--- config.mk ---
export PLATFORM = sky130hd
export DESIGN_NAME = mm_bus_arbiter
export DESIGN_NICKNAME = d
export VERILOG_FILES = /design/src/rtl/mm_ram_pkg.sv /design/src/rtl/mm_addr_decoder.sv /design/src/rtl/mm_bus_arbiter.sv
export SDC_FILE = /design/constraint.sdc
export NUM_CORES = 1
export LEC_CHECK = 0
export BUFFER_PORTS_ARGS = -buffer_cell sky130_fd_sc_hd__buf_4
export CORE_AREA = 2 2 148 150
export CTS_CLUSTER_DIAMETER = 120
export CTS_CLUSTER_SIZE = 16
export DETAILED_ROUTE_END_ITERATION = 16
export DIE_AREA = 0 0 150 152
export GPL_TIMING_DRIVEN = 0
export PLACE_DENSITY = 0.48
export SETUP_SLACK_MARGIN = 0.05
export SLEW_MARGIN = 20
export SYNTH_ARGS = -nofsm -noshare
export SYNTH_HDL_FRONTEND = slang
export SYNTH_HIERARCHICAL = 1
export SYNTH_SLANG_ARGS = --single-unit
--- constraint.sdc ---
create_clock -name clk_i -period 2.6 [get_ports clk_i]
set_input_delay 0.13 -clock clk_i [delete_from_list [all_inputs] [get_ports clk_i]]
set_output_delay 0.13 -clock clk_i [all_outputs]
set_load 0.05 [all_outputs]
--- src/rtl/mm_ram_pkg.sv ---
// Shared memory map, types and constants of the RAM subsystem.
// The RAM window size is a module parameter and is not defined here.
// All windows are 16 bytes long except the RAM, which sits at 0 and SRAM_BASE.

package mm_ram_pkg;

    typedef logic [31:0] word_t;
    typedef logic [3:0]  be_t;

    // peripheral register address: bit 4 selects the control window,
    // bits 3:0 are the byte offset inside the selected window
    typedef logic [4:0]  reg_addr_t;

    // decoded target of an access
    typedef enum logic [1:0] {
        REGION_RAM   = 2'd0,
        REGION_TIMER = 2'd1,
        REGION_CTRL  = 2'd2,
        REGION_UNMAP = 2'd3
    } region_e;

    // owner of the shared RAM port in a given cycle
    typedef enum logic {
        INIT_SB   = 1'b0,
        INIT_DATA = 1'b1
    } initiator_e;

    // upper RAM mirror
    localparam word_t SRAM_BASE  = 32'h1C00_0000;

    localparam word_t TIMER_BASE = 32'h1A10_B000;
    localparam word_t TIMER_LEN  = 32'h0000_0010;
    localparam logic [3:0] TIMER_MASK_OFFSET = 4'h0;
    localparam logic [3:0] TIMER_CNT_OFFSET  = 4'h4;

    localparam word_t CTRL_BASE  = 32'h1A10_4000;
    localparam word_t CTRL_LEN   = 32'h0000_0010;

    // value the test program writes to CTRL_BASE on success
    localparam word_t TEST_PASS_VALUE = 32'h0000_F00D;

    // interrupt line used by the countdown timer
    localparam logic [4:0] TIMER_IRQ_ID = 5'd3;

endpackage

--- src/rtl/mm_addr_decoder.sv ---
// Address decoder for the whole memory map.
// RAM is mirrored at 0 and at SRAM_BASE, 2**RAM_ADDR_WIDTH bytes each.
// SRAM_BASE plus the RAM length must stay below 2**32.

module mm_addr_decoder
    import mm_ram_pkg::*;
#(
    parameter int unsigned RAM_ADDR_WIDTH = 16
) (
    input  word_t   addr_i,
    output region_e region_o
);

    localparam word_t RAM_LEN = word_t'(1) << RAM_ADDR_WIDTH;

    logic in_ram_low;
    logic in_ram_mirror;
    logic in_timer;
    logic in_ctrl;

    // low window starts at zero, so only the upper bound matters
    assign in_ram_low    = addr_i < RAM_LEN;
    assign in_ram_mirror = (addr_i >= SRAM_BASE) && (addr_i < SRAM_BASE + RAM_LEN);

    assign in_timer = (addr_i >= TIMER_BASE) && (addr_i < TIMER_BASE + TIMER_LEN);
    assign in_ctrl  = (addr_i >= CTRL_BASE) && (addr_i < CTRL_BASE + CTRL_LEN);

    always_comb begin
        if (in_ram_low || in_ram_mirror) begin
            region_o = REGION_RAM;
        end else if (in_timer) begin
            region_o = REGION_TIMER;
        end else if (in_ctrl) begin
            region_o = REGION_CTRL;
        end else begin
            region_o = REGION_UNMAP;
        end
    end

endmodule

--- src/rtl/mm_bus_arbiter.sv ---
// Fixed-priority arbiter for the shared RAM port and peripheral registers.
// The system bus always wins, the data port waits with its request held.
// Writes to unmapped space are dropped, unmapped reads return zero.

module mm_bus_arbiter
    import mm_ram_pkg::*;
#(
    parameter int unsigned RAM_ADDR_WIDTH = 16
) (
    input  logic      clk_i,
    input  logic      rst_ni,
    input  logic      sb_req_i,
    input  logic      sb_we_i,
    input  be_t       sb_be_i,
    input  word_t     sb_addr_i,
    input  word_t     sb_wdata_i,
    output logic      sb_gnt_o,
    output logic      sb_rvalid_o,
    output word_t     sb_rdata_o,
    input  logic      data_req_i,
    input  logic      data_we_i,
    input  be_t       data_be_i,
    input  word_t     data_addr_i,
    input  word_t     data_wdata_i,
    output logic      data_gnt_o,
    output logic      data_rvalid_o,
    output word_t     data_rdata_o,
    output logic      ram_en_o,
    output logic      ram_we_o,
    output be_t       ram_be_o,
    output word_t     ram_addr_o,
    output word_t     ram_wdata_o,
    input  word_t     ram_rdata_i,
    output logic      reg_req_o,
    output logic      reg_we_o,
    output reg_addr_t reg_addr_o,
    output word_t     reg_wdata_o,
    input  word_t     reg_rdata_i
);

    initiator_e winner;
    initiator_e winner_q;
    region_e    region;
    region_e    region_q;
    logic       win_req;
    logic       win_we;
    be_t        win_be;
    word_t      win_addr;
    word_t      win_wdata;
    logic       resp_valid_q;
    word_t      resp_rdata;

    assign sb_gnt_o   = sb_req_i;
    assign data_gnt_o = data_req_i && !sb_req_i;

    assign winner    = sb_req_i ? INIT_SB : INIT_DATA;
    assign win_req   = sb_req_i || data_req_i;
    assign win_we    = sb_req_i ? sb_we_i : data_we_i;
    assign win_be    = sb_req_i ? sb_be_i : data_be_i;
    assign win_addr  = sb_req_i ? sb_addr_i : data_addr_i;
    assign win_wdata = sb_req_i ? sb_wdata_i : data_wdata_i;

    mm_addr_decoder #(
        .RAM_ADDR_WIDTH (RAM_ADDR_WIDTH)
    ) mm_addr_decoder_i (
        .addr_i   (win_addr),
        .region_o (region)
    );

    assign ram_en_o    = win_req && (region == REGION_RAM);
    assign ram_we_o    = win_we;
    assign ram_be_o    = win_be;
    assign ram_addr_o  = win_addr;
    assign ram_wdata_o = win_wdata;

    // timer and control share one register port, bit 4 picks the window
    assign reg_req_o   = win_req && ((region == REGION_TIMER) || (region == REGION_CTRL));
    assign reg_we_o    = win_we;
    assign reg_addr_o  = {region == REGION_CTRL, win_addr[3:0]};
    assign reg_wdata_o = win_wdata;

    always_ff @(posedge clk_i or negedge rst_ni) begin
        if (!rst_ni) begin
            resp_valid_q <= 1'b0;
            winner_q     <= INIT_SB;
            region_q     <= REGION_UNMAP;
        end else begin
            resp_valid_q <= win_req;
            winner_q     <= winner;
            region_q     <= region;
        end
    end

    always_comb begin
        case (region_q)
            REGION_RAM:   resp_rdata = ram_rdata_i;
            REGION_TIMER: resp_rdata = reg_rdata_i;
            REGION_CTRL:  resp_rdata = reg_rdata_i;
            default:      resp_rdata = '0;
        endcase
    end

    assign sb_rvalid_o   = resp_valid_q && (winner_q == INIT_SB);
    assign data_rvalid_o = resp_valid_q && (winner_q == INIT_DATA);
    assign sb_rdata_o    = (winner_q == INIT_SB) ? resp_rdata : '0;
    assign data_rdata_o  = (winner_q == INIT_DATA) ? resp_rdata : '0;

    gnt_exclusive: assert property (@(posedge clk_i) disable iff (!rst_ni)
        !(sb_gnt_o && data_gnt_o))
        else $error("both sb and data port granted in one cycle");

endmodule

==> metrics.yaml <==
cts:
  clock_path_buffers: 2
  clkTransAtPathRegs_ps: 30
  cts_htree_levels: 1
  cts_tree: "done"
  root_buffer: "clkbuf_16"
  cts_sinks: 4
  cts_buffers: 3
run:
  maxCapViolCount: 0
timing:
  maxSlewViolCount: 0
  hold_violations: 0
  final.min_clock_period_ps: 2510
  slew_headroom_pct: 72.4
  tightest_slew_ps: 413
  rsz0062_at_grt: "true"
  holdWs_ps: 264
  tns_ps: 0
  fmaxAchievable_ghz: 0.398
  finalCritPeriodShare_pct: 96.6
  finalSetupViolCount: 0
final_layout:
  layout.nets: 877
  final_cells: 946
  final_core_util_pct: 28.0
  final_area_sq_um: 5980
  areaGrowthSynthToFinish_pct: 153
  layout_commonest_cell: "buf_4"
  diodes: 0
  layout_common_cells: "buf_4, mux2_4, nor2_1"
  fillCellCount: 2355
  drive_gt1_share_pct: 82.9
yosys:
  synth-seq-cells: 4
  ys_seq_area_share_pct: 4.34
  synth_ff_type: "dfstp_2"
  synthCells: 263
  synth-edff-count: 0
  yosys.cell_types.count: 31
  synth_fp_nets: 473
  synth_area_sq_um: 2360
  avgSynthCellArea_sq_um: 8.99
  yosysWarnings: 6
  async_reset_ff_share_pct: 100
critical_path:
  crit_path_max_fanout: 6
  cpMaxStageDelayCell: "nor4_4"
  endpoint: "reg_req_o"
  path_class: "input port to primary output"
  critPathMaxStageDelay_ps: 360
  crit_path_cell_trace: "buf_16, buf_12, buf_4, mux2_4, nor4_4, nand4b_1, nor3_4, a41oi_2, inv_2, ha_4, and2_4, buf_8"
  critPathLaunch: "sb_req_i"
  cp-end-kind: "primary output"
  required_ps: 2470
  startpoint_type: "input port"
  crit_arrival_ps: 2380
route:
  drt_iter0_drc: 96
  dr.pass1.iters: 4
  wl_per_cell_microns: 15.6
  postRouteAntennaNets: 0
  finalWirelength_mm: 14.7
  via_count: 3501
  drc: 0
  via_per_inst: 3.70
placement:
  dpl_cell_area_sq_um: 5570
  hpwl_mm: 12.9
  place_inst: 924
  io_buffers: 381
  place.gp.congestion: 0.746
global_route:
  grt_pass1_wl_mm: 20.1
  grt_pass1_vias: 3494
  antenna_found_initial: 0
  gr-total-overflow: 0
  grt_usage_pct: 11.4
  grt_max_degree: 11
die:
  ios: 383
  coreArea_sq_um: 21400
  rows: 54
  die_area_sq_um: 22800
  start_util_pct: 11.1
  die_w_microns: 150
  die_h_microns: 152
outcome:
  status: "complete, no violations"
power:
  powerDensity_nw_per_um2: 268
  leakage_nw: 3.11
  vdd_ir_drop_max_v: 0.000134
hold_path:
  holdCritPathClass: "input port to asynchronous set/reset pin"
-- sequential cells by signal, summed over array words and instances, names as in the netlist --
signal / flops
winner_q: 1
region_q: 2
resp_valid_q: 1
-- what timing repair did --
item / 4_1_cts / 5_1_grt
pin swaps: 7 / 8
buffers inserted: 6 / 11
setup endpoints to repair: 3 / 3
endpoints found under the hold margin: 4 / 0
gates resized for setup: 24 / 13
hold buffers: 1 / 0
-- layer usage --
layer | GRT usage [%] | vias up | share of wire [%]
met5 | 0 | - | 0
li1 | - | 1698 | -
met3 | 2.76 | 8 | 9.9
met2 | 22.8 | 221 | 54
met4 | 1.62 | 0 | 0.89
met1 | 12.1 | 1574 | 35
-- cells by family after synthesis --
family	count (synthesis)	synth area share (%)
compound gates	36	11.7
fa+ha+maj	4	2.12
buf+inv	64	21.3
flops	4	4.34
mux	69	43.7
simple gates	86	16.9
-- Yosys cell counts, types with 2 or more instances --
cell     instances  area [sq um]
a22oi_1         32           240
and2_1           2          12.5
buf_2            6          30.0
buf_4           38           285
buf_6           15           169
dfrtp_1          2          50.1
dfstp_2          2          52.6
ha_1             4          50.1
inv_1            5          18.8
mux2_4          68          1020
nand3_1          3          15.0
nor2_1          62           233
nor2_2           2          12.5
nor4_1           4          25.0
or2_1            2          12.5
-- report_power, final --
| part | total [W] | internal [W] | leakage [nW] | switching, W |
|---|---|---|---|---|
| combinational | 0.00129 | 0.000579 | 3.03 | 0.000713 |
| clock | 0.000247 | 0.000203 | 0.0382 | 0.0000449 |
| sequential | 0.0000652 | 0.0000644 | 0.0430 | 0.000000786 |
-- area by class of cell --
cell class	instances	area, sq um	share of cell area (%)
inverter	5	18.8	0.314
buffer	59	517	8.64
multi-input combinational	195	1890	31.6
clock buffer	4	78.8	1.32
tap	280	350	5.86
sequential	4	103	1.72
timing repair buffer	399	3020	50.5
-- worst min-delay path by stage --
stage / cells past startpoint / to / startpoint
global route: 2 / winner_q$_DFF_PN0_ / rst_ni
floorplan: 0 / resp_valid_q$_DFF_PN0_ / rst_ni
global placement: 1 / winner_q$_DFF_PN0_ / rst_ni
CTS: 2 / winner_q$_DFF_PN0_ / rst_ni
finish: 2 / winner_q$_DFF_PN0_ / rst_ni
detailed placement: 1 / winner_q$_DFF_PN0_ / rst_ni
-- per-stage QoR --
| stage | total power, W | worst slack (ps) |
|---|---|---|
| finish | 0.00161 | 87.8 |
| global route | 0.00167 | -21.8 |
| CTS | 0.00160 | 80.4 |
| detailed placement | 0.00132 | -696 |
| global placement | 0.00132 | -678 |
| floorplan | 0.000839 | 126 |
-- critical path: cells and delay by family --
kind	cells	cell delay, ps
fa+ha+maj	1	200
compound gates	1	170
simple gates	4	920
buf+inv	5	640
mux	1	310
No activity file was read; power rests on OpenSTA's default activity.
