===== config.mk =====
export PLATFORM = sky130hd
export DESIGN_NAME = mm_sys_periph
export DESIGN_NICKNAME = d
export VERILOG_FILES = /design/src/rtl/mm_ram_pkg.sv /design/src/rtl/mm_sys_periph.sv
export SDC_FILE = /design/constraint.sdc
export NUM_CORES = 1
export LEC_CHECK = 0
export BUFFER_PORTS_ARGS = -buffer_cell sky130_fd_sc_hd__buf_4
export CAP_MARGIN = 40
export CORE_MARGIN = 5
export CORE_UTILIZATION = 45
export DETAILED_ROUTE_END_ITERATION = 8
export GPL_ROUTABILITY_DRIVEN = 0
export PLACE_DENSITY = 0.66
export SLEW_MARGIN = 20
export SYNTH_ARGS = -nofsm -noshare
export SYNTH_HDL_FRONTEND = slang
export SYNTH_SLANG_ARGS = --single-unit

===== constraint.sdc =====
create_clock -name clk_i -period 3.05 [get_ports clk_i]
set_input_delay 0.61 -clock clk_i [delete_from_list [all_inputs] [get_ports clk_i]]
set_output_delay 0.61 -clock clk_i [all_outputs]
set_load 0.05 [all_outputs]

===== src/rtl/mm_ram_pkg.sv =====
// Shared memory map, types and constants of the RAM subsystem.
// The RAM window size is a module parameter and is not defined here.
// All windows are 16 bytes long except the RAM, which sits at 0 and SRAM_BASE.

package mm_ram_pkg;

    typedef logic [31:0] word_t;
    typedef logic [3:0]  be_t;

    // peripheral register address: bit 4 selects the control window,
    // bits 3:0 are the byte offset inside the selected window
    typedef logic [4:0]  reg_addr_t;

    // decoded target of an access
    typedef enum logic [1:0] {
        REGION_RAM   = 2'd0,
        REGION_TIMER = 2'd1,
        REGION_CTRL  = 2'd2,
        REGION_UNMAP = 2'd3
    } region_e;

    // owner of the shared RAM port in a given cycle
    typedef enum logic {
        INIT_SB   = 1'b0,
        INIT_DATA = 1'b1
    } initiator_e;

    // upper RAM mirror
    localparam word_t SRAM_BASE  = 32'h1C00_0000;

    localparam word_t TIMER_BASE = 32'h1A10_B000;
    localparam word_t TIMER_LEN  = 32'h0000_0010;
    localparam logic [3:0] TIMER_MASK_OFFSET = 4'h0;
    localparam logic [3:0] TIMER_CNT_OFFSET  = 4'h4;

    localparam word_t CTRL_BASE  = 32'h1A10_4000;
    localparam word_t CTRL_LEN   = 32'h0000_0010;

    // value the test program writes to CTRL_BASE on success
    localparam word_t TEST_PASS_VALUE = 32'h0000_F00D;

    // interrupt line used by the countdown timer
    localparam logic [4:0] TIMER_IRQ_ID = 5'd3;

endpackage


===== src/rtl/mm_sys_periph.sv =====
// Countdown timer with masked interrupt, plus the test-control flags.
// The timer counts down every cycle until zero and then stops.
// Pass and fail flags are sticky until reset, the control window reads as zero.

module mm_sys_periph
    import mm_ram_pkg::*;
(
    input  logic      clk_i,
    input  logic      rst_ni,
    input  logic      reg_req_i,
    input  logic      reg_we_i,
    input  reg_addr_t reg_addr_i,
    input  word_t     reg_wdata_i,
    output word_t     reg_rdata_o,
    input  logic      irq_ack_i,
    input  logic [4:0] irq_id_i,
    output logic      irq_o,
    output logic      tests_passed_o,
    output logic      tests_failed_o
);

    logic       sel_ctrl;
    logic [3:0] offset;
    logic       mask_we;
    logic       cnt_we;
    logic       ctrl_we;
    word_t      timer_mask_q;
    word_t      timer_cnt_q;
    logic       irq_q;
    logic       passed_q;
    logic       failed_q;

    assign sel_ctrl = reg_addr_i[4];
    assign offset   = reg_addr_i[3:0];

    assign mask_we = reg_req_i && reg_we_i && !sel_ctrl && (offset == TIMER_MASK_OFFSET);
    assign cnt_we  = reg_req_i && reg_we_i && !sel_ctrl && (offset == TIMER_CNT_OFFSET);
    assign ctrl_we = reg_req_i && reg_we_i && sel_ctrl;

    always_ff @(posedge clk_i or negedge rst_ni) begin
        if (!rst_ni) begin
            timer_mask_q <= '0;
            timer_cnt_q  <= '0;
            irq_q        <= 1'b0;
        end else begin
            if (mask_we) begin
                timer_mask_q <= reg_wdata_i;
            end

            if (cnt_we) begin
                timer_cnt_q <= reg_wdata_i;
            end else if (timer_cnt_q != '0) begin
                timer_cnt_q <= timer_cnt_q - 1'b1;
            end

            // expiry is the 1 -> 0 step; an acknowledge wins over a new expiry
            if (irq_ack_i && (irq_id_i == TIMER_IRQ_ID)) begin
                irq_q <= 1'b0;
            end else if (!cnt_we && (timer_cnt_q == 32'd1) && timer_mask_q[TIMER_IRQ_ID]) begin
                irq_q <= 1'b1;
            end
        end
    end

    always_ff @(posedge clk_i or negedge rst_ni) begin
        if (!rst_ni) begin
            passed_q <= 1'b0;
            failed_q <= 1'b0;
        end else if (ctrl_we) begin
            if (reg_wdata_i == TEST_PASS_VALUE) begin
                passed_q <= 1'b1;
            end else begin
                failed_q <= 1'b1;
            end
        end
    end

    // read data follows the request by one cycle
    always_ff @(posedge clk_i) begin
        if (reg_req_i) begin
            if (sel_ctrl) begin
                reg_rdata_o <= '0;
            end else if (offset == TIMER_MASK_OFFSET) begin
                reg_rdata_o <= timer_mask_q;
            end else if (offset == TIMER_CNT_OFFSET) begin
                reg_rdata_o <= timer_cnt_q;
            end else begin
                reg_rdata_o <= '0;
            end
        end
    end

    assign irq_o          = irq_q;
    assign tests_passed_o = passed_q;
    assign tests_failed_o = failed_q;

    irq_needs_mask: assert property (@(posedge clk_i) disable iff (!rst_ni)
        $rose(irq_o) |-> $past(timer_mask_q[TIMER_IRQ_ID]))
        else $error("timer irq raised with its mask bit clear");

endmodule


==> metrics.cfg, run 1 <==
[sta]
fin_skew_ps=11.54
worst_pin_slew_ps=725.0
hold_ws_ps=76.61
setup-violations-final=0
relSlewSlack_pct=51.37
period_share_pct=81.04
fmax_mhz=404.6
rsz0062_at_grt=no
setup_slack_ps=578.4
setup_tns_ps=0
hold_viol=0
drv_slew=0
min_period_ps=2472

[placed_design]
hpwlAfterDp_um=8023
io_buffers=81
place_inst=615
post-place-ws_ps=577.1
dpl_cell_area_um2=5450

[global_routing]
track_usage_pct=18.60
grt_pass1_wl_um=18610
grt_pass1_vias=3656
antenna_found_initial=0
grt_max_degree=55
grt-ovfl-total=0

[logic_synthesis]
ys_ff_latch=99
synthFlopType=dfrtp_1
synth_top_area_share_pct=35.96
syn-num-nets=463
synth.cell_area_um2=4662
syn_avg_cell_area_um2=11.26
synth_top_cell_by_area=dfrtp_1
async_flop_share_pct=67.68
ys_top_cells_by_area=dfrtp_1, edfxtp_1, mux2_2
ys_seq_area_share_pct=56.58
synth_cell_types=47
synthCells=414
synth_edf_count=32
ys.warnings.count=0

[clock_tree]
hold_buffers=0
cts_resized=0
cts_buffers=9
cts_setup_buffers=0
clock_latency_ps=370
cts.clk_slew.worst_paths_ps=90
tritoncts=built
clock-sinks=99
cts_buffer_depth=2
cts.htree.levels=3
root_buffer=clkbuf_8

[die]
die_w_um=111.8
initial_core_util_pct=45.57
io_pins=82
dieArea_um2=12500
rows=37
fp.dieH_um=111.8
coreArea_um2=10230

[worst_setup_path]
crit_path_end_kind=flip-flop
cp.arrival_ps=2690
crit_slowest_cell=or4_4
crit_path_max_fanout=7
start_kind=flip-flop
crit_path_max_incr_delay_ps=600
crit_chain=or4_4, nor4_4, nand4_2, nor2_1, a211oi_1
crit_required_ps=3270
critical_path_class=reg2reg

[route]
firstDrtPassIters=5
wl_met2_um=5359
wl_met3_um=633
wire_per_inst_um=17.90
drc=0
wl_um=11290
met1_length_um=5053
num_vias=3570
viasPerCell=5.658
highest_layer=met4
drtIter0Drc=236
ant_nets=0

[cells_and_area]
nets=539
stdcell_area_um2=5645
final_cells=631
finish.utilization_pct=55.18
n_antenna_cell=0
area_growth_pct=21.09
drive_gt1_share_pct=29.90

[power_and_ir_drop]
ir_worst_vdd_mv=0.2416
p_total_mw=3.246
p_leak_nw=2.287
powerDensity_nw_per_um2=574.9

[hold_path]
hold_path.class=in2async

[outcome]
status=finished clean

[flow_run]
cap_violations=0

## where the power goes
group          internal (mW)  switching (mW)
Combinational          0.284           0.323
Sequential              1.56           0.236
Clock                  0.401           0.439
## layout make-up
type,instances,area [um2]
repair buffers,92,710.7
fillers,882,4586
flip-flops and latches,99,2638
clock inverters,4,50.05
clock buffers,12,145.1
multi-input cells,283,1913
well taps,136,170.2
inverters,5,18.77
## cell usage after synthesis, drive strengths merged, types with 2 or more instances
cell type	count
edfxtp	32
a211oi	8
xor2	8
clkbuf	19
a22oi	32
and2	2
or4	5
xnor2	16
nand2	27
and4	2
nor3b	3
o21ai	19
nor4b	5
a31oi	7
a21oi	4
nor3	11
ha	2
nor2	59
mux2	32
or3	2
buf	8
nor4	16
inv	5
nand3	5
dfrtp	67
nand4	8
## layer usage
layer	global-route usage, %	vias to the layer above
li1	-	1668
met1	25.54	1763
met2	29.50	121
met3	2.826	18
met4	7.867	0
met5	0	-
## cells by family after synthesis
logic type / share of synthesized area (%)
compound gates: 10.95
xor+xnor: 4.509
fa+ha+maj: 0.5367
buf+inv: 2.818
flops: 56.58
mux: 7.729
simple gates: 16.88
## cell usage in the layout (no fill, tap or decap), types with 2 or more instances in the layout
cell and count:
nor3_1 11, xnor2_1 16, inv_1 5, a21oi_1 4
clkbuf_1 2, ha_1 2, nor2_1 59, o21ai_0 19
mux2_2 31, clkbuf_8 10, nor4b_1 4, a211oi_1 8
or4_1 4, a31oi_1 7, nor4_2 3, buf_4 91
nor3b_1 2, edfxtp_1 32, nor4_1 12, nand2_1 26
nand4_2 2, nand3_1 5, and2_1 2, xor2_1 8
dfrtp_1 67, nand4_1 6, a22oi_1 32, and4_1 2
## critical path, delay by kind of cell (launching register included)
kind,cells,cell delay (ps)
AO/OA/AOI/OAI,1,90
AND/OR/NAND/NOR,4,1770
flip-flops,1,470
## final timing paths
kind,from,endpoint,slack (ps),cells past startpoint
min,rst_ni,timer_mask_q[29]$_DFFE_PN0P_,80,1
min in group clk_i,irq_id_i[0],irq_o$_DFFE_PN0P_,410,2
max,timer_cnt_q[11]$_DFFE_PN0P_,timer_cnt_q[19]$_DFFE_PN0P_,580,5
max in group asynchronous,rst_ni,timer_cnt_q[2]$_DFFE_PN0P_,2440,2
min reg2reg,tests_passed_o$_DFFE_PN0P_,tests_passed_o$_DFFE_PN0P_,480,1
max reg2reg,timer_cnt_q[11]$_DFFE_PN0P_,timer_cnt_q[19]$_DFFE_PN0P_,580,5
## state kept, by name (all words and copies together) (netlist names)
name and flops:
reg_rdata_o 32, timer_cnt_q 32, timer_mask_q 32, irq_o 1, tests_failed_o 1, tests_passed_o 1
(Power assumes the default switching activity.)
==> run 2, diff against run 1 <==
- ABC_AREA: default -> 1
- clock period: 3.05 -> 2.5 ns (I/O delays scaled with it)
==> run 2 against run 1 <==
- worst hold slack worse by 73 ps
- global-route usage is 1.4 points higher
- core utilization is 1.1 points higher
- count of clock-buffer cells in the layout is 2 lower
- non-clock buffer count stayed put
- sequential power is 31% higher
- register-to-register slack better by 50 ps
- first-iteration DRC count is 39% higher
- via count is 23% higher
- worst setup slack better by 55 ps
- combinational power grew to 2.8 times the previous value
==> metrics.cfg, run 2 <==
[clock_tree]
cts.clk_slew.worst_paths_ps=70  ; was 90 ps
clock_latency_ps=340  ; was 370 ps
clock-sinks=99  ; unchanged
cts_buffers=9  ; unchanged
cts.htree.levels=3  ; unchanged
cts_resized=0  ; unchanged
cts_setup_buffers=0  ; unchanged
root_buffer=clkbuf_16  ; was clkbuf_8
tritoncts=built  ; unchanged
cts_buffer_depth=2  ; unchanged
hold_buffers=0  ; unchanged

[route]
viasPerCell=5.107  ; was 5.658
num_vias=4377  ; was 3,570
drc=0  ; unchanged
drtIter0Drc=327  ; was 236
ant_nets=0  ; unchanged
wl_um=12660  ; was 11,290 um
wire_per_inst_um=14.77  ; was 17.90 um
firstDrtPassIters=6  ; was 5

[logic_synthesis]
synthXorXnorAreaFrac_pct=2.403  ; was 4.509%
synthSimpleGateAreaFrac_pct=28.54  ; was 16.88%
synth_cell_types=27  ; was 47
ys_seq_area_share_pct=51.68  ; was 56.58%
synth.cell_area_um2=5104  ; was 4662 um2
synthMuxAreaShare_pct=1.765  ; was 7.729%
synthCells=634  ; was 414
ys.warnings.count=0  ; unchanged
synth_commonest_cells=nand2_1, dfrtp_1, nor2_1  ; was dfrtp_1, nor2_1, a22oi_1, edfxtp_1, mux2_2
syn-num-nets=683  ; was 463
synth.most_common_cell=nand2_1  ; was dfrtp_1
synth_edf_count=32  ; unchanged
synth_compound_area_share_pct=8.139  ; was 10.95%
async_flop_share_pct=67.68  ; unchanged
syn_avg_cell_area_um2=8.050  ; was 11.26 um2
ys_ff_latch=99  ; unchanged
synth_top_family_by_area=simple AND/OR/NAND/NOR gates  ; unchanged
ys_top_cells_by_area=dfrtp_1, edfxtp_1, nand2_1  ; was dfrtp_1, edfxtp_1, mux2_2
synth_top_cell_by_area=dfrtp_1  ; unchanged
synthFlopType=dfrtp_1  ; unchanged
synthAdderAreaFrac_pct=0.4903  ; was 0.5368%
synth_top_area_share_pct=32.85  ; was 35.96%

[die]
initial_core_util_pct=46.47  ; was 45.57%
rows=38  ; was 37
io_pins=82  ; unchanged
coreArea_um2=10980  ; was 10,230 um2
dieArea_um2=13570  ; was 12,500 um2
fp.dieH_um=116.5  ; was 111.8 um
die_w_um=116.5  ; was 111.8 um

[flow_run]
cap_violations=0  ; unchanged

[cells_and_area]
area_growth_pct=21.21  ; was 21.09%
stdcell_area_um2=6186  ; was 5645 um2
nets=761  ; was 539
final_cell_mix=nand2_1, buf_4, dfrtp_1  ; was buf_4, dfrtp_1, nor2_1
drive_gt1_share_pct=17.99  ; was 29.90%
reg_top3=reg_rdata_o x32, timer_cnt_q x32, timer_mask_q x32  ; unchanged
final_cells=857  ; was 631
n_antenna_cell=0  ; unchanged
finish.utilization_pct=56.32  ; was 55.18%
layout_commonest_cell=nand2_1  ; was buf_4

[power_and_ir_drop]
powerDensity_nw_per_um2=888.5  ; was 574.9 nW/um2
pwr-share-seq_pct=42.9  ; was 55.4%
p_sw_share_pct=36.89  ; was 30.73%
clkPwrFrac_pct=26.5  ; was 25.9%
ir_worst_vdd_mv=0.3344  ; was 0.2416 mV
p_leak_nw=2.947  ; was 2.287 nW
internal_power_mw=3.469  ; was 2.248 mW
p_total_mw=5.496  ; was 3.246 mW
switchingPower_mw=2.028  ; was 997.6 uW
combPwrFrac_pct=30.6  ; was 18.7%

[worst_setup_path]
crit_path_end_kind=flip-flop  ; unchanged
ff2ff_setup_slack_ps=630  ; was 580 ps
crit_required_ps=2710  ; was 3270 ps
critical_path_class=reg2reg  ; unchanged
cp.arrival_ps=2080  ; was 2690 ps
start_kind=flip-flop  ; unchanged
crit_path_max_fanout=16  ; was 7

[global_routing]
grt_pass1_vias=4408  ; was 3,656
grt-ovfl-total=0  ; unchanged
grt_max_degree=55  ; unchanged
antenna_found_initial=0  ; unchanged
grt_pass1_wl_um=21450  ; was 18,610 um
track_usage_pct=20.04  ; was 18.60%

[sta]
period_share_pct=74.68  ; was 81.04%
hold_viol=0  ; unchanged
fmax_mhz=535.6  ; was 404.6 MHz
min_period_ps=1867  ; was 2472 ps
hold_ws_ps=3.870  ; was 76.61 ps
fin_skew_ps=7.808  ; was 11.54 ps
drv_slew=0  ; unchanged
relSlewSlack_pct=67.54  ; was 51.37%
worst_pin_slew_ps=485.1  ; was 725.0 ps
setup_slack_ps=633.0  ; was 578.4 ps
setup_tns_ps=0  ; unchanged
setup-violations-final=0  ; unchanged
rsz0062_at_grt=no  ; unchanged

[hold_path]
hold_path.class=in2async  ; unchanged

[placed_design]
io_buffers=81  ; unchanged
hpwlAfterDp_um=9312  ; was 8023 um
place_inst=841  ; was 615
dpl_cell_area_um2=5877  ; was 5450 um2
post-place-ws_ps=652.7  ; was 577.1 ps

[outcome]
status=finished clean  ; unchanged

==> run 2: cell count changes after synthesis, moves of 29 or more <==
cell     previous run  this run
a21oi_1             4        33
a22oi_1            32         0
inv_1               5        63
mux2_2             31         0
nand2_1            26       184
nand3_1             5        55
==> run 2: final timing paths <==
kind	startpoint	to	cells after the start
min in group clk_i	irq_ack_i	irq_o$_DFFE_PN0P_	2
max reg2reg	timer_cnt_q[0]$_DFFE_PN0P_	timer_cnt_q[22]$_DFFE_PN0P_	10
min	rst_ni	timer_mask_q[0]$_DFFE_PN0P_	1
max in group asynchronous	rst_ni	timer_mask_q[14]$_DFFE_PN0P_	2
min reg2reg	tests_failed_o$_DFFE_PN0P_	tests_failed_o$_DFFE_PN0P_	2
max	timer_cnt_q[0]$_DFFE_PN0P_	timer_cnt_q[22]$_DFFE_PN0P_	10
==> run 2: cell type report <==
| class | count | area (um2) |
|---|---|---|
| Timing Repair Buffer | 92 | 710.7 |
| Sequential cell | 99 | 2638 |
| Clock inverter | 6 | 80.08 |
| Fill cell | 1005 | 4797 |
| Inverter | 65 | 244.0 |
| Tap cell | 140 | 175.2 |
| Multi-Input combinational cell | 445 | 2110 |
| Clock buffer | 10 | 229.0 |
==> run 2: worst max-delay path, stage by stage, from the launching register on <==
cell and delay (ps):
dfrtp_1 430, inv_1 140, ha_1 240, nand2_2 110
nor2_4 160, nand2_4 100, nor2_4 150, nor2_2 50
buf_4 200, nand2_1 80, o21ai_0 80
==> run 2: cells by family after synthesis <==
kind of cell	Yosys count
simple gates	338
buf+inv	90
fa+ha+maj	2
mux	8
compound gates	83
xor+xnor	14
flops	99
==> run 2: power by group through the flow <==
stage	registers, mW	clock network, mW	logic [mW]
after floorplan	2.36	0	1.19
after global placement	2.37	0	1.63
after detailed placement	2.39	0	1.67
after CTS	2.35	1.48	1.68
after global routing	2.41	1.53	1.94
final	2.36	1.46	1.68
==> run 2: routing by layer <==
metal,up-vias,routed length [um],global-route usage (%)
li1,2197,-,-
met1,2039,5736,27.65
met2,127,5993,32.57
met3,14,723,2.642
met4,0,209,7.193
met5,-,0,0
