===== src/rtl/mm_ram_pkg.sv =====
// Shared memory map, types and constants of the RAM subsystem.
// The RAM window size is a module parameter and is not defined here.
// All windows are 16 bytes long except the RAM, which sits at 0 and SRAM_BASE.

package mm_ram_pkg;

    typedef logic [31:0] word_t;
    typedef logic [3:0]  be_t;

    // peripheral register address: bit 4 selects the control window,
    // bits 3:0 are the byte offset inside the selected window
    typedef logic [4:0]  reg_addr_t;

    // decoded target of an access
    typedef enum logic [1:0] {
        REGION_RAM   = 2'd0,
        REGION_TIMER = 2'd1,
        REGION_CTRL  = 2'd2,
        REGION_UNMAP = 2'd3
    } region_e;

    // owner of the shared RAM port in a given cycle
    typedef enum logic {
        INIT_SB   = 1'b0,
        INIT_DATA = 1'b1
    } initiator_e;

    // upper RAM mirror
    localparam word_t SRAM_BASE  = 32'h1C00_0000;

    localparam word_t TIMER_BASE = 32'h1A10_B000;
    localparam word_t TIMER_LEN  = 32'h0000_0010;
    localparam logic [3:0] TIMER_MASK_OFFSET = 4'h0;
    localparam logic [3:0] TIMER_CNT_OFFSET  = 4'h4;

    localparam word_t CTRL_BASE  = 32'h1A10_4000;
    localparam word_t CTRL_LEN   = 32'h0000_0010;

    // value the test program writes to CTRL_BASE on success
    localparam word_t TEST_PASS_VALUE = 32'h0000_F00D;

    // interrupt line used by the countdown timer
    localparam logic [4:0] TIMER_IRQ_ID = 5'd3;

endpackage


===== src/rtl/mm_addr_decoder.sv =====
// Address decoder for the whole memory map.
// RAM is mirrored at 0 and at SRAM_BASE, 2**RAM_ADDR_WIDTH bytes each.
// SRAM_BASE plus the RAM length must stay below 2**32.

module mm_addr_decoder
    import mm_ram_pkg::*;
#(
    parameter int unsigned RAM_ADDR_WIDTH = 16
) (
    input  word_t   addr_i,
    output region_e region_o
);

    localparam word_t RAM_LEN = word_t'(1) << RAM_ADDR_WIDTH;

    logic in_ram_low;
    logic in_ram_mirror;
    logic in_timer;
    logic in_ctrl;

    // low window starts at zero, so only the upper bound matters
    assign in_ram_low    = addr_i < RAM_LEN;
    assign in_ram_mirror = (addr_i >= SRAM_BASE) && (addr_i < SRAM_BASE + RAM_LEN);

    assign in_timer = (addr_i >= TIMER_BASE) && (addr_i < TIMER_BASE + TIMER_LEN);
    assign in_ctrl  = (addr_i >= CTRL_BASE) && (addr_i < CTRL_BASE + CTRL_LEN);

    always_comb begin
        if (in_ram_low || in_ram_mirror) begin
            region_o = REGION_RAM;
        end else if (in_timer) begin
            region_o = REGION_TIMER;
        end else if (in_ctrl) begin
            region_o = REGION_CTRL;
        end else begin
            region_o = REGION_UNMAP;
        end
    end

endmodule


===== src/rtl/mm_instr_port.sv =====
// Instruction fetch port on RAM port A.
// Every fetch is granted at once and answered in the next cycle.
// Fetches outside the RAM return zero, there is no error response.

module mm_instr_port
    import mm_ram_pkg::*;
#(
    parameter int unsigned RAM_ADDR_WIDTH = 16
) (
    input  logic  clk_i,
    input  logic  rst_ni,
    input  logic  instr_req_i,
    input  word_t instr_addr_i,
    output logic  instr_gnt_o,
    output logic  instr_rvalid_o,
    output word_t instr_rdata_o,
    output logic  ram_en_o,
    output word_t ram_addr_o,
    input  word_t ram_rdata_i
);

    region_e region;
    logic    hit_q;
    logic    rvalid_q;

    mm_addr_decoder #(
        .RAM_ADDR_WIDTH (RAM_ADDR_WIDTH)
    ) mm_addr_decoder_i (
        .addr_i   (instr_addr_i),
        .region_o (region)
    );

    assign instr_gnt_o = instr_req_i;

    // only touch the RAM for fetches that land in it
    assign ram_en_o   = instr_req_i && (region == REGION_RAM);
    assign ram_addr_o = instr_addr_i;

    always_ff @(posedge clk_i or negedge rst_ni) begin
        if (!rst_ni) begin
            rvalid_q <= 1'b0;
            hit_q    <= 1'b0;
        end else begin
            rvalid_q <= instr_req_i;
            hit_q    <= ram_en_o;
        end
    end

    assign instr_rvalid_o = rvalid_q;
    assign instr_rdata_o  = hit_q ? ram_rdata_i : '0;

endmodule


===== config.mk =====
export PLATFORM = sky130hd
export DESIGN_NAME = mm_instr_port
export DESIGN_NICKNAME = d
export VERILOG_FILES = /design/src/rtl/mm_ram_pkg.sv /design/src/rtl/mm_addr_decoder.sv /design/src/rtl/mm_instr_port.sv
export SDC_FILE = /design/constraint.sdc
export NUM_CORES = 1
export LEC_CHECK = 0
export ABC_AREA = 1
export BUFFER_PORTS_ARGS = -buffer_cell sky130_fd_sc_hd__buf_2
export CAP_MARGIN = 10
export CELL_PAD_IN_SITES_DETAIL_PLACEMENT = 1
export CELL_PAD_IN_SITES_GLOBAL_PLACEMENT = 1
export CORE_MARGIN = 5
export CORE_UTILIZATION = 17
export DETAILED_ROUTE_END_ITERATION = 12
export HOLD_SLACK_MARGIN = 0.06
export PLACE_DENSITY = 0.89
export SETUP_SLACK_MARGIN = 0.1
export SYNTH_ARGS = -nofsm -noshare
export SYNTH_HDL_FRONTEND = slang
export SYNTH_HIERARCHICAL = 1
export SYNTH_SLANG_ARGS = --single-unit

===== constraint.sdc =====
create_clock -name clk_i -period 2.33 [get_ports clk_i]
set_input_delay 0.466 -clock clk_i [delete_from_list [all_inputs] [get_ports clk_i]]
set_output_delay 0.466 -clock clk_i [all_outputs]
set_load 0.03 [all_outputs]

==> flow_metrics.env, run 1 <==
export IMPL_vias=1339
export IMPL_drcViolationCount=0
export IMPL_hold_class="input port to register"
export IMPL_grt_setup_unrepaired="yes"
export IMPL_syn_nets=251
export IMPL_post_synth_inst_count=184
export IMPL_synth_largest_type_area_fraction=0.2679
export IMPL_static_leakage_power_nw=1.133
export IMPL_endpoint_kind="output pin"
export IMPL_synth_area_leaders="sky130_fd_sc_hd__buf_4 (27%), sky130_fd_sc_hd__nand2_1 (24%), sky130_fd_sc_hd__inv_1 (18%)"
export IMPL_detailedRoute_firstIterationViolations=8
export IMPL_crit_required_ns=1.86
export IMPL_clk_root_buffer_cell="sky130_fd_sc_hd__clkbuf_8"
export IMPL_synth_compound_area_frac=0.03248
export IMPL_holdPathEnd="instr_rvalid_o"
export IMPL_critical_path_max_fanout=3
export IMPL_drive_gt1_frac=0.5374
export IMPL_power_ir_vdd_worst_uv=112.6
export IMPL_finalHoldViolations=0
export IMPL_post_synth_fa_ha_maj_area_fraction=0
export IMPL_max_slew_margin_rel=0.8096
export IMPL_core_area_mm2=0.005205
export IMPL_avgRoutedWirePerCell_um=10.87
export IMPL_setup_viol=0
export IMPL_achievable_frequency_mhz=471.6
export IMPL_synth_yosys_seq_area_share=0.05413
export IMPL_avgSynthCellArea_um2=5.025
export IMPL_detailed_place_hpwl_um=3456
export IMPL_pwr_density_cell_mw_per_mm2=237.1
export IMPL_cts_htree_levels=1
export IMPL_crit_type="input port to output pin"
export IMPL_outcome="complete, no violations"
export IMPL_gr_usage_all_layers=0.1038
export IMPL_cts_reportedPaths_clkPinSlew_ns=0.03
export IMPL_drt_first_pass_iters=2
export IMPL_initial_antenna_violation_count=0
export IMPL_route_detailed_vias_per_inst=3.815
export IMPL_max_slew_worst_pin_slew_ns=0.2857
export IMPL_syn2layout_area_growth_pct=64.82
export IMPL_maximum_buffer_depth_of_the_clock_tree=2
export IMPL_design_die_area_mm2=0.007014
export IMPL_floorplan_initialDensity=0.1776
export IMPL_n_antenna_cell=0
export IMPL_finalWeightedCongestion=0.8167
export IMPL_finalMaxSlewViolations=0
export IMPL_grt_pass1_wl_um=6161
export IMPL_detail_route_antenna_nets=0
export IMPL_timing_critical_path_cells="buf_8 -> nor2_4 -> inv_2 -> nor2_4 -> nand4_1 -> a21o_4 -> nand2_2 -> inv_2 -> inv_2 -> nand2_2 -> nor2_4 -> buf_6"
export IMPL_ys_warn_count=6
export IMPL_via_count_of_the_first_global_routing_pass=1410
export IMPL_fp_dieW_um=83.75
export IMPL_post_layout_nonfiller_instances=351
export IMPL_dieHeight_um=83.75
export IMPL_rows=26
export IMPL_largest_family_of_logic_cells_by_synthesized_area="buffers and inverters"
export IMPL_arrival_ns=1.65
export IMPL_final_period_utilization=0.9101
export IMPL_post_synthesis_cell_type_count=15
export IMPL_synth_xor_area_frac=0
export IMPL_number_of_nets_in_the_layout=350
export IMPL_post_synth_mux_area_share=0
export IMPL_timing_max_cap_violations=0
export IMPL_worst_hold_startpoint="instr_req_i"
export IMPL_finalWorstSetupSlack_ns=0.2095
export IMPL_cpLargestDelayFamily="simple AND/OR/NAND/NOR gates"
export IMPL_postRouteWirelength_um=3815
export IMPL_power_mw=0.3613
export IMPL_syn_cell_area_um2=924.6
export IMPL_cp_start_kind="input port"
export IMPL_global_route_overflow_total=0
export IMPL_grt_start_max_net_pins=33
export IMPL_placement_io_buffers=125
export IMPL_cp_buffers_inverters=5
export IMPL_min_delay_path_depth=1
export IMPL_synth_simple_gate_area_share=0.4222
export IMPL_synthDominantAreaCellType="sky130_fd_sc_hd__buf_4"
export IMPL_period_minus_slack_ns=2.121
export IMPL_sum_of_negative_setup_slack_ns=0
export IMPL_cts_buffers_inserted=3
export IMPL_critPathMaxStageDelay_ns=0.24
export IMPL_placed_cells_incl_taps=344
export IMPL_cp_slowest_cell="sky130_fd_sc_hd__a21o_4"
export IMPL_dp_slack_ns=0.09596
export IMPL_tritoncts_num_sinks=2
export IMPL_boundaryPins=134
export IMPL_yosys_reg_bits=2
export IMPL_tritoncts_clock_tree="done"
[cell families (layout without fill, tap and decap cells)]
kind of cell,count (synthesis),in the layout
flops,2,2
simple gates,96,96
compound gates,4,4
buf+inv,82,179
[routing by layer]
| layer | up-vias | share of wire | GRT usage | routed length, um |
|---|---|---|---|---|
| met2 | 81 | 0.50 | 0.1996 | 1910 |
| met1 | 570 | 0.37 | 0.1034 | 1410 |
| li1 | 684 | - | - | - |
| met3 | 4 | 0.12 | 0.03258 | 449 |
| met5 | - | 0 | 0 | 0 |
| met4 | 0 | 0.012 | 0.03655 | 45 |
[synth_stat cells]
library cell                n
sky130_fd_sc_hd__a21oi_1    3
sky130_fd_sc_hd__nor2_2     4
sky130_fd_sc_hd__dfrtp_1    2
sky130_fd_sc_hd__inv_2      1
sky130_fd_sc_hd__a21o_4     1
sky130_fd_sc_hd__nor2_1    22
sky130_fd_sc_hd__nand2_1   58
sky130_fd_sc_hd__buf_6      3
sky130_fd_sc_hd__nor3_1     2
sky130_fd_sc_hd__nand3_1    6
sky130_fd_sc_hd__buf_4     33
sky130_fd_sc_hd__nand4_1    3
sky130_fd_sc_hd__nand2_2    1
sky130_fd_sc_hd__clkinv_1   1
sky130_fd_sc_hd__inv_1     44
[cell usage in the layout, fill, tap and decap left out]
master | netlist | routed
sky130_fd_sc_hd__nand3_2 | 0 | 1
sky130_fd_sc_hd__dfrtp_1 | 2 | 2
sky130_fd_sc_hd__nand2_1 | 58 | 56
sky130_fd_sc_hd__inv_1 | 44 | 40
sky130_fd_sc_hd__a21oi_2 | 0 | 1
sky130_fd_sc_hd__nor2_1 | 22 | 18
sky130_fd_sc_hd__buf_4 | 33 | 4
sky130_fd_sc_hd__inv_2 | 1 | 5
sky130_fd_sc_hd__buf_2 | 0 | 122
sky130_fd_sc_hd__a21oi_1 | 3 | 2
sky130_fd_sc_hd__nand2_2 | 1 | 3
sky130_fd_sc_hd__nand3_1 | 6 | 5
sky130_fd_sc_hd__nand4_1 | 3 | 3
sky130_fd_sc_hd__clkinv_1 | 1 | 1
sky130_fd_sc_hd__buf_6 | 3 | 2
sky130_fd_sc_hd__dlygate4sd3_1 | 0 | 1
sky130_fd_sc_hd__nor2_4 | 0 | 8
sky130_fd_sc_hd__clkbuf_8 | 0 | 3
sky130_fd_sc_hd__buf_8 | 0 | 1
sky130_fd_sc_hd__a21o_4 | 1 | 1
sky130_fd_sc_hd__nor3_1 | 2 | 2
[through the flow]
step           hold WS (ns)    util  area [um^2]
2_1_floorplan        0.1704       -        924.6
3_3_place_gp         0.2510  0.2620         1364
3_5_place_dp         0.2567  0.2620         1364
4_1_cts              0.3968  0.2724         1418
5_1_grt              0.4056  0.2928         1524
6_report             0.4095  0.2928         1524
[sequential cells by signal (all words and copies together) (netlist names)]
register        flops
hit_q               1
instr_rvalid_o      1
[area by class of cell]
cell class / count / area (um^2)
Fill cell: 742 / 3681
Tap cell: 70 / 87.58
Multi-Input combinational cell: 100 / 484.2
Inverter: 46 / 172.7
Timing Repair Buffer: 130 / 688.2
Sequential cell: 2 / 50.05
Clock buffer: 3 / 41.29
[worst max path at each step]
stage                          start        to  slack, ns  cells after the start
finish              instr_addr_i[30]  ram_en_o       0.21                     12
global route        instr_addr_i[24]  ram_en_o       0.08                     12
CTS                 instr_addr_i[31]  ram_en_o       0.13                     12
detailed placement  instr_addr_i[31]  ram_en_o        0.1                     12
global placement    instr_addr_i[31]  ram_en_o       0.14                     12
floorplan           instr_addr_i[31]  ram_en_o       0.23                     10
[power breakdown]
part | internal (mW) | switching (mW) | total, mW | leakage (nW)
registers | 0.0359 | 0.000185 | 0.0361 | 0.0256
logic | 0.0727 | 0.119 | 0.191 | 1.09
clock network | 0.109 | 0.0249 | 0.134 | 0.0216
[timing repair]
action	4_1_cts	5_1_grt
resized for setup	1	26
cloned	0	0
pin swaps	0	11
hold endpoints to repair	2	0
endpoints found under the setup margin	1	1
hold buffers	1	0
setup buffers	0	3
Power figures use the tool's default switching activity.
==> inputs of run 2 (changes only) <==
--- a/config.mk
+++ b/config.mk
@@ -11,10 +11,11 @@
 export CELL_PAD_IN_SITES_DETAIL_PLACEMENT = 1
 export CELL_PAD_IN_SITES_GLOBAL_PLACEMENT = 1
 export CORE_MARGIN = 5
-export CORE_UTILIZATION = 17
+export CORE_UTILIZATION = 14
 export DETAILED_ROUTE_END_ITERATION = 12
 export HOLD_SLACK_MARGIN = 0.06
-export PLACE_DENSITY = 0.89
+export PLACE_DENSITY = 0.82
+export RECOVER_POWER = 100
 export SETUP_SLACK_MARGIN = 0.1
 export SYNTH_ARGS = -nofsm -noshare
 export SYNTH_HDL_FRONTEND = slang
==> constraint.sdc (replaced) <==
create_clock -name clk_i -period 1.9 [get_ports clk_i]
set_input_delay 0.38 -clock clk_i [delete_from_list [all_inputs] [get_ports clk_i]]
set_output_delay 0.38 -clock clk_i [all_outputs]
set_load 0.03 [all_outputs]
==> run 2 against run 1 <==
Effect of this change:
- the run now ends with setup timing left
- routed wire length up 2.5%
- count of clock-buffer cells in the layout unchanged
- worst hold slack worse by 0.090 ns
- power rose by 21%
- cell count up 4.0%
- design area decreased by 3.0%
- largest power group unchanged
==> flow_metrics.env, run 2 (synthesis gave the netlist of run 1 again) <==
export IMPL_outcome="complete, but fails checks"
export IMPL_failed_checks="setup timing"
export IMPL_number_of_nets_in_the_layout=357
export IMPL_detailedRoute_firstIterationViolations=13
export IMPL_clk_root_buffer_cell="sky130_fd_sc_hd__clkbuf_8"
export IMPL_post_layout_nonfiller_instances=365
export IMPL_crit_required_ns=1.52
export IMPL_design_die_area_mm2=0.008330
export IMPL_tritoncts_num_sinks=2
export IMPL_crit_type="input port to output pin"
export IMPL_fp_dieW_um=91.27
export IMPL_placement_io_buffers=125
export IMPL_grt_start_max_net_pins=21
export IMPL_final_period_utilization=1.045
export IMPL_period_minus_slack_ns=1.986
export IMPL_cts_htree_levels=1
export IMPL_arrival_ns=1.61
export IMPL_endpoint_kind="output pin"
export IMPL_drt_first_pass_iters=2
export IMPL_grt_setup_unrepaired="yes"
export IMPL_placement_cell_area_mm2=0.001450
export IMPL_core_area_mm2=0.006386
export IMPL_boundaryPins=134
export IMPL_power_ir_vdd_worst_uv=137.6
export IMPL_route_detailed_vias_per_inst=3.721
export IMPL_hold_class="input port to register"
export IMPL_placed_cells_incl_taps=361
export IMPL_pwr_density_cell_mw_per_mm2=296.7
export IMPL_critical_path_max_fanout=5
export IMPL_static_leakage_power_nw=0.9597
export IMPL_timing_max_cap_violations=0
export IMPL_maximum_buffer_depth_of_the_clock_tree=2
export IMPL_stdcell_area_mm2=0.001479
export IMPL_cp_start_kind="input port"
export IMPL_vias=1358
export IMPL_max_slew_margin_rel=0.7420
export IMPL_setup_viol=1
export IMPL_grt_pass1_wl_um=5954
export IMPL_power_mw=0.4388
export IMPL_global_route_overflow_total=0
export IMPL_layout_cells_most_common="sky130_fd_sc_hd__buf_2"
export IMPL_via_count_of_the_first_global_routing_pass=1365
export IMPL_finalWorstSetupSlack_ns=-0.08576
export IMPL_rows=29
export IMPL_max_slew_worst_pin_slew_ns=0.3887
export IMPL_detailed_place_hpwl_um=3601
export IMPL_initial_antenna_violation_count=0
export IMPL_postLayoutCoreUtil=0.2316
export IMPL_detail_route_antenna_nets=0
export IMPL_achievable_frequency_mhz=503.6
export IMPL_finalMaxSlewViolations=0
export IMPL_cts_buffers_inserted=3
export IMPL_gr_usage_all_layers=0.08501
export IMPL_drive_gt1_frac=0.3333
export IMPL_cts_reportedPaths_clkPinSlew_ns=0.03
export IMPL_finalWeightedCongestion=0.6935
export IMPL_drcViolationCount=0
export IMPL_finalHoldViolations=0
export IMPL_dieHeight_um=91.27
export IMPL_dp_slack_ns=-0.1908
export IMPL_syn2layout_area_growth_pct=59.95
export IMPL_n_antenna_cell=0
export IMPL_tritoncts_clock_tree="done"
export IMPL_avgRoutedWirePerCell_um=10.72
export IMPL_floorplan_initialDensity=0.1448
export IMPL_mostFrequentLayoutCells="sky130_fd_sc_hd__buf_2 (64), sky130_fd_sc_hd__nand2_1 (57), sky130_fd_sc_hd__clkbuf_1 (57)"
export IMPL_postRouteWirelength_um=3911
==> run 2: cell types whose count changed in the layout (fill, tap and decap cells not counted), moves of 3 or more <==
cell / previous run / this run
sky130_fd_sc_hd__nor2_2: 0 / 4
sky130_fd_sc_hd__nor2_4: 8 / 4
sky130_fd_sc_hd__buf_2: 122 / 64
sky130_fd_sc_hd__clkbuf_1: 0 / 57
sky130_fd_sc_hd__buf_4: 4 / 10
sky130_fd_sc_hd__inv_2: 5 / 2
sky130_fd_sc_hd__inv_1: 40 / 43
sky130_fd_sc_hd__clkbuf_2: 0 / 3
==> run 2: per-layer routing <==
metal	vias to the layer above	track usage	part of all wire
met2	84	0.1550	0.49
met5	-	0	0
met1	571	0.08506	0.35
met4	0	0.03301	0.0077
met3	2	0.03554	0.15
li1	701	-	-
==> run 2: worst paths after layout <==
path | startpoint | to | cells after the start
max | instr_addr_i[24] | ram_en_o | 12
max in group asynchronous | rst_ni | instr_rvalid_o | 2
min | instr_req_i | instr_rvalid_o | 1
min in group asynchronous | rst_ni | hit_q | 2
==> run 2: what timing repair did <==
action | CTS | global route
gates resized for setup | 6 | 9
buffers inserted | 0 | 0
pin swaps | 0 | 2
cloned | 0 | 0
hold buffers | 1 | 0
hold endpoints to repair | 2 | 0
setup endpoints to repair | 1 | 1
==> run 2: final cells by class <==
class                      count  area [um^2]
clock buffer                   3        41.29
fill                         890         4907
inverter                      46        172.7
multi-input combinational    100        457.9
sequential                     2        50.05
tap                           77        96.34
timing repair buffer         137        660.6
==> run 2: metrics by stage <==
stage / setup TNS [ns] / hold slack, ns
6_report: -0.08576 / 0.3196
5_1_grt: -0.2113 / 0.3304
4_1_cts: -0.1124 / 0.3181
3_5_place_dp: -0.1908 / 0.1676
3_3_place_gp: -0.1469 / 0.1644
2_1_floorplan: 0 / 0.08441
==> run 2: worst max-delay path: stages <==
cell and delay [ns]:
sky130_fd_sc_hd__buf_2 0.13, sky130_fd_sc_hd__nor2_1 0.14, sky130_fd_sc_hd__nand2_1 0.07, sky130_fd_sc_hd__nor2_1 0.11, sky130_fd_sc_hd__clkinv_1 0.10, sky130_fd_sc_hd__a21o_4 0.21
sky130_fd_sc_hd__nand2_1 0.06, sky130_fd_sc_hd__inv_1 0.04, sky130_fd_sc_hd__inv_1 0.04, sky130_fd_sc_hd__nand2_1 0.05, sky130_fd_sc_hd__nor2_2 0.12, sky130_fd_sc_hd__buf_6 0.15
==> run 2: report_power, final <==
part	total [mW]	leakage, nW	switching [mW]	internal [mW]
Combinational	0.231	0.913	0.144	0.0865
Sequential	0.0444	0.0256	0.000339	0.0440
Clock	0.164	0.0216	0.0302	0.134
==> inputs of run 3 (changes only) <==
--- a/config.mk
+++ b/config.mk
@@ -10,14 +10,14 @@
 export CAP_MARGIN = 10
 export CELL_PAD_IN_SITES_DETAIL_PLACEMENT = 1
 export CELL_PAD_IN_SITES_GLOBAL_PLACEMENT = 1
+export CORE_ASPECT_RATIO = 1.4
 export CORE_MARGIN = 5
-export CORE_UTILIZATION = 14
+export CORE_UTILIZATION = 12
 export DETAILED_ROUTE_END_ITERATION = 12
 export HOLD_SLACK_MARGIN = 0.06
-export PLACE_DENSITY = 0.82
+export PLACE_DENSITY = 0.81
 export RECOVER_POWER = 100
 export SETUP_SLACK_MARGIN = 0.1
 export SYNTH_ARGS = -nofsm -noshare
 export SYNTH_HDL_FRONTEND = slang
-export SYNTH_HIERARCHICAL = 1
 export SYNTH_SLANG_ARGS = --single-unit
==> run 3 against run 2 <==
Effect of this change:
- die area down 6.3%
- cell count down 28%
- routed wire length down 31%
- the flow now finishes without violations
- sequential cell count unchanged
- via count down 34%
- core utilization down 5.4 points
- worst hold slack worse by 0.0056 ns
- combinational power down 45%
- clock power up 4%
- first-iteration DRC count down 77%
- worst setup slack better by 0.32 ns
==> flow_metrics.env, run 3 <==
export IMPL_detailedRoute_firstIterationViolations=3
export IMPL_clkPwrFrac=0.497
export IMPL_grt_start_max_net_pins=33
export IMPL_max_slew_worst_pin_slew_ns=0.4361
export IMPL_placed_cells_incl_taps=259
export IMPL_yosys_reg_bits=2
export IMPL_drive_gt1_frac=0.5959
export IMPL_post_cts_repair_setup_buffers=0
export IMPL_period_minus_slack_ns=1.667
export IMPL_synth_yosys_seq_area_share=0.06814
export IMPL_synth_area_leaders="sky130_fd_sc_hd__buf_4 (34%), sky130_fd_sc_hd__nand2_2 (26%), sky130_fd_sc_hd__inv_2 (15%)"
export IMPL_gr_usage_all_layers=0.06358
export IMPL_cts_htree_levels=1
export IMPL_tritoncts_clock_tree="done"
export IMPL_achievable_frequency_mhz=599.9
export IMPL_initial_antenna_violation_count=1
export IMPL_stdcell_area_mm2=0.001051
export IMPL_detail_route_antenna_nets=0
export IMPL_fp_dieW_um=76.12
export IMPL_endpoint_kind="output pin"
export IMPL_finalWorstSetupSlack_ns=0.2331
export IMPL_static_leakage_power_nw=0.6484
export IMPL_dieHeight_um=102.6
export IMPL_final_period_utilization=0.8773
export IMPL_synthDominantAreaCellType="sky130_fd_sc_hd__buf_4"
export IMPL_number_of_nets_in_the_layout=262
export IMPL_maximum_buffer_depth_of_the_clock_tree=2
export IMPL_finalMaxSlewViolations=0
export IMPL_cp_start_kind="register"
export IMPL_rows=33
export IMPL_p_sw_frac=0.3368
export IMPL_synth_enable_flop_cells=0
export IMPL_p_seq_frac=0.130
export IMPL_synthMostInstantiatedCell="sky130_fd_sc_hd__buf_4"
export IMPL_power_share_combinational=0.374
export IMPL_synth_top_cells_by_count="sky130_fd_sc_hd__buf_4 (33), sky130_fd_sc_hd__inv_2 (30), sky130_fd_sc_hd__nand2_2 (30)"
export IMPL_power_report_internal_total_mw=0.2265
export IMPL_layout_cells_most_common="sky130_fd_sc_hd__clkbuf_1"
export IMPL_design_die_area_mm2=0.007807
export IMPL_placement_io_buffers=101
export IMPL_grt_pass1_wl_um=4160
export IMPL_via_count_of_the_first_global_routing_pass=937
export IMPL_sum_of_negative_setup_slack_ns=0
export IMPL_mostFrequentLayoutCells="sky130_fd_sc_hd__clkbuf_1 (51), sky130_fd_sc_hd__buf_2 (50), sky130_fd_sc_hd__nand2_2 (30), sky130_fd_sc_hd__inv_2 (30), sky130_fd_sc_hd__nor2_1 (9)"
export IMPL_boundaryPins=134
export IMPL_ys_warn_count=0
export IMPL_max_slew_margin_rel=0.7105
export IMPL_post_synthesis_cell_type_count=11
export IMPL_crit_required_ns=1.52
export IMPL_global_route_overflow_total=0
export IMPL_detailed_place_hpwl_um=2390
export IMPL_drcViolationCount=0
export IMPL_avgSynthCellArea_um2=5.971
export IMPL_arrival_ns=1.29
export IMPL_route_detailed_vias_per_inst=3.433
export IMPL_post_synth_inst_count=123
export IMPL_finalWeightedCongestion=0.6277
export IMPL_yosys_most_used_dff="sky130_fd_sc_hd__dfrtp_1"
export IMPL_drt_first_pass_iters=4
export IMPL_n_antenna_cell=0
export IMPL_cts_buffers_inserted=3
export IMPL_syn2layout_area_growth_pct=43.10
export IMPL_clk_root_buffer_cell="sky130_fd_sc_hd__clkbuf_8"
export IMPL_power_ir_vdd_worst_uv=294.8
export IMPL_core_area_mm2=0.005904
export IMPL_dp_slack_ns=0.3147
export IMPL_syn_cell_area_um2=734.5
export IMPL_synth_largest_type_area_fraction=0.3373
export IMPL_critPathMaxStageDelay_ns=0.36
export IMPL_timing_max_cap_violations=0
export IMPL_floorplan_initialDensity=0.1244
export IMPL_p_sw_mw=0.1150
export IMPL_finalHoldViolations=0
export IMPL_hold_class="input port to register"
export IMPL_cts_reportedPaths_clkPinSlew_ns=0.03
export IMPL_hold_ws_ns=0.3140
export IMPL_critical_path_max_fanout=32
export IMPL_postRouteWirelength_um=2708
export IMPL_timing_critical_path_cells="buf_12 -> nand2_1 -> inv_1 -> clkbuf_1"
export IMPL_vias=903
export IMPL_pwr_density_cell_mw_per_mm2=324.9
export IMPL_post_layout_nonfiller_instances=263
export IMPL_placement_cell_area_mm2=0.001066
export IMPL_crit_type="register to output pin"
export IMPL_setup_viol=0
export IMPL_cp_slowest_cell="sky130_fd_sc_hd__dfrtp_1"
export IMPL_tritoncts_num_sinks=2
export IMPL_outcome="complete, no violations"
export IMPL_avgRoutedWirePerCell_um=10.30
export IMPL_grt_setup_unrepaired="no"
export IMPL_syn_nets=190
export IMPL_synth_async_reset_ratio=1.000
==> run 3: cell types whose count changed after synthesis, moves of 3 or more <==
cell,before,now
sky130_fd_sc_hd__inv_1,44,5
sky130_fd_sc_hd__nand3_1,6,1
sky130_fd_sc_hd__nand4_1,3,0
sky130_fd_sc_hd__nor2_1,22,8
sky130_fd_sc_hd__a21oi_1,3,0
sky130_fd_sc_hd__nand2_1,58,8
sky130_fd_sc_hd__inv_2,1,30
sky130_fd_sc_hd__nand2_2,1,30
==> run 3: repair_timing <==
item,in CTS,in global routing
hold buffers,1,0
gates resized for setup,0,0
endpoints found under the hold margin,2,0
setup endpoints to repair,0,0
==> run 3: path summary, 6_finish.rpt <==
| check | start | end | slack, ns | depth (start not counted) |
|---|---|---|---|---|
| max | hit_q | instr_rdata_o[23] | 0.23 | 4 |
| min | instr_req_i | instr_rvalid_o | 0.31 | 1 |
| max in group asynchronous | rst_ni | instr_rvalid_o | 1.29 | 2 |
| min in group asynchronous | rst_ni | hit_q | 0.48 | 2 |
==> run 3: power by group through the flow <==
stage / registers [mW] / clock network [mW] / logic (mW)
after floorplan: 0.0470 / 0 / 0.138
after global placement: 0.0446 / 0 / 0.131
after detailed placement: 0.0447 / 0 / 0.134
after CTS: 0.0442 / 0.172 / 0.136
after global routing: 0.0443 / 0.174 / 0.139
final: 0.0443 / 0.170 / 0.128
==> run 3: area by class of cell <==
type                       instances  area, um^2
clock buffer                       3       41.29
fill                             807        4853
inverter                          35       131.4
multi-input combinational         50       269.0
sequential                         2       50.05
tap                               70       87.58
timing repair buffer             103       471.7
==> run 3: cell families after synthesis <==
group | synth area share
flip-flops | 0.06815
buffers and inverters | 0.5622
AND/OR/NAND/NOR | 0.3697
==> run 3: critical path: cells and delay by family, from the launching register on <==
kind,cells,cell delay (ns)
buf+inv,3,0.61
flops,1,0.36
simple gates,1,0.10
==> run 3: metal layers <==
layer  wire [um]  track usage
met2        1277       0.1135
met1         927      0.06121
met3         463      0.04108
met5          19            0
met4          21      0.01615
==> run 3: metrics by stage <==
stage / power [mW] / utilization
final: 0.3415 / 0.1780
after detailed placement: 0.1785 / 0.1805
after global routing: 0.3573 / 0.1780
after floorplan: 0.1849 / -
after global placement: 0.1752 / 0.1805
after CTS: 0.3528 / 0.1892
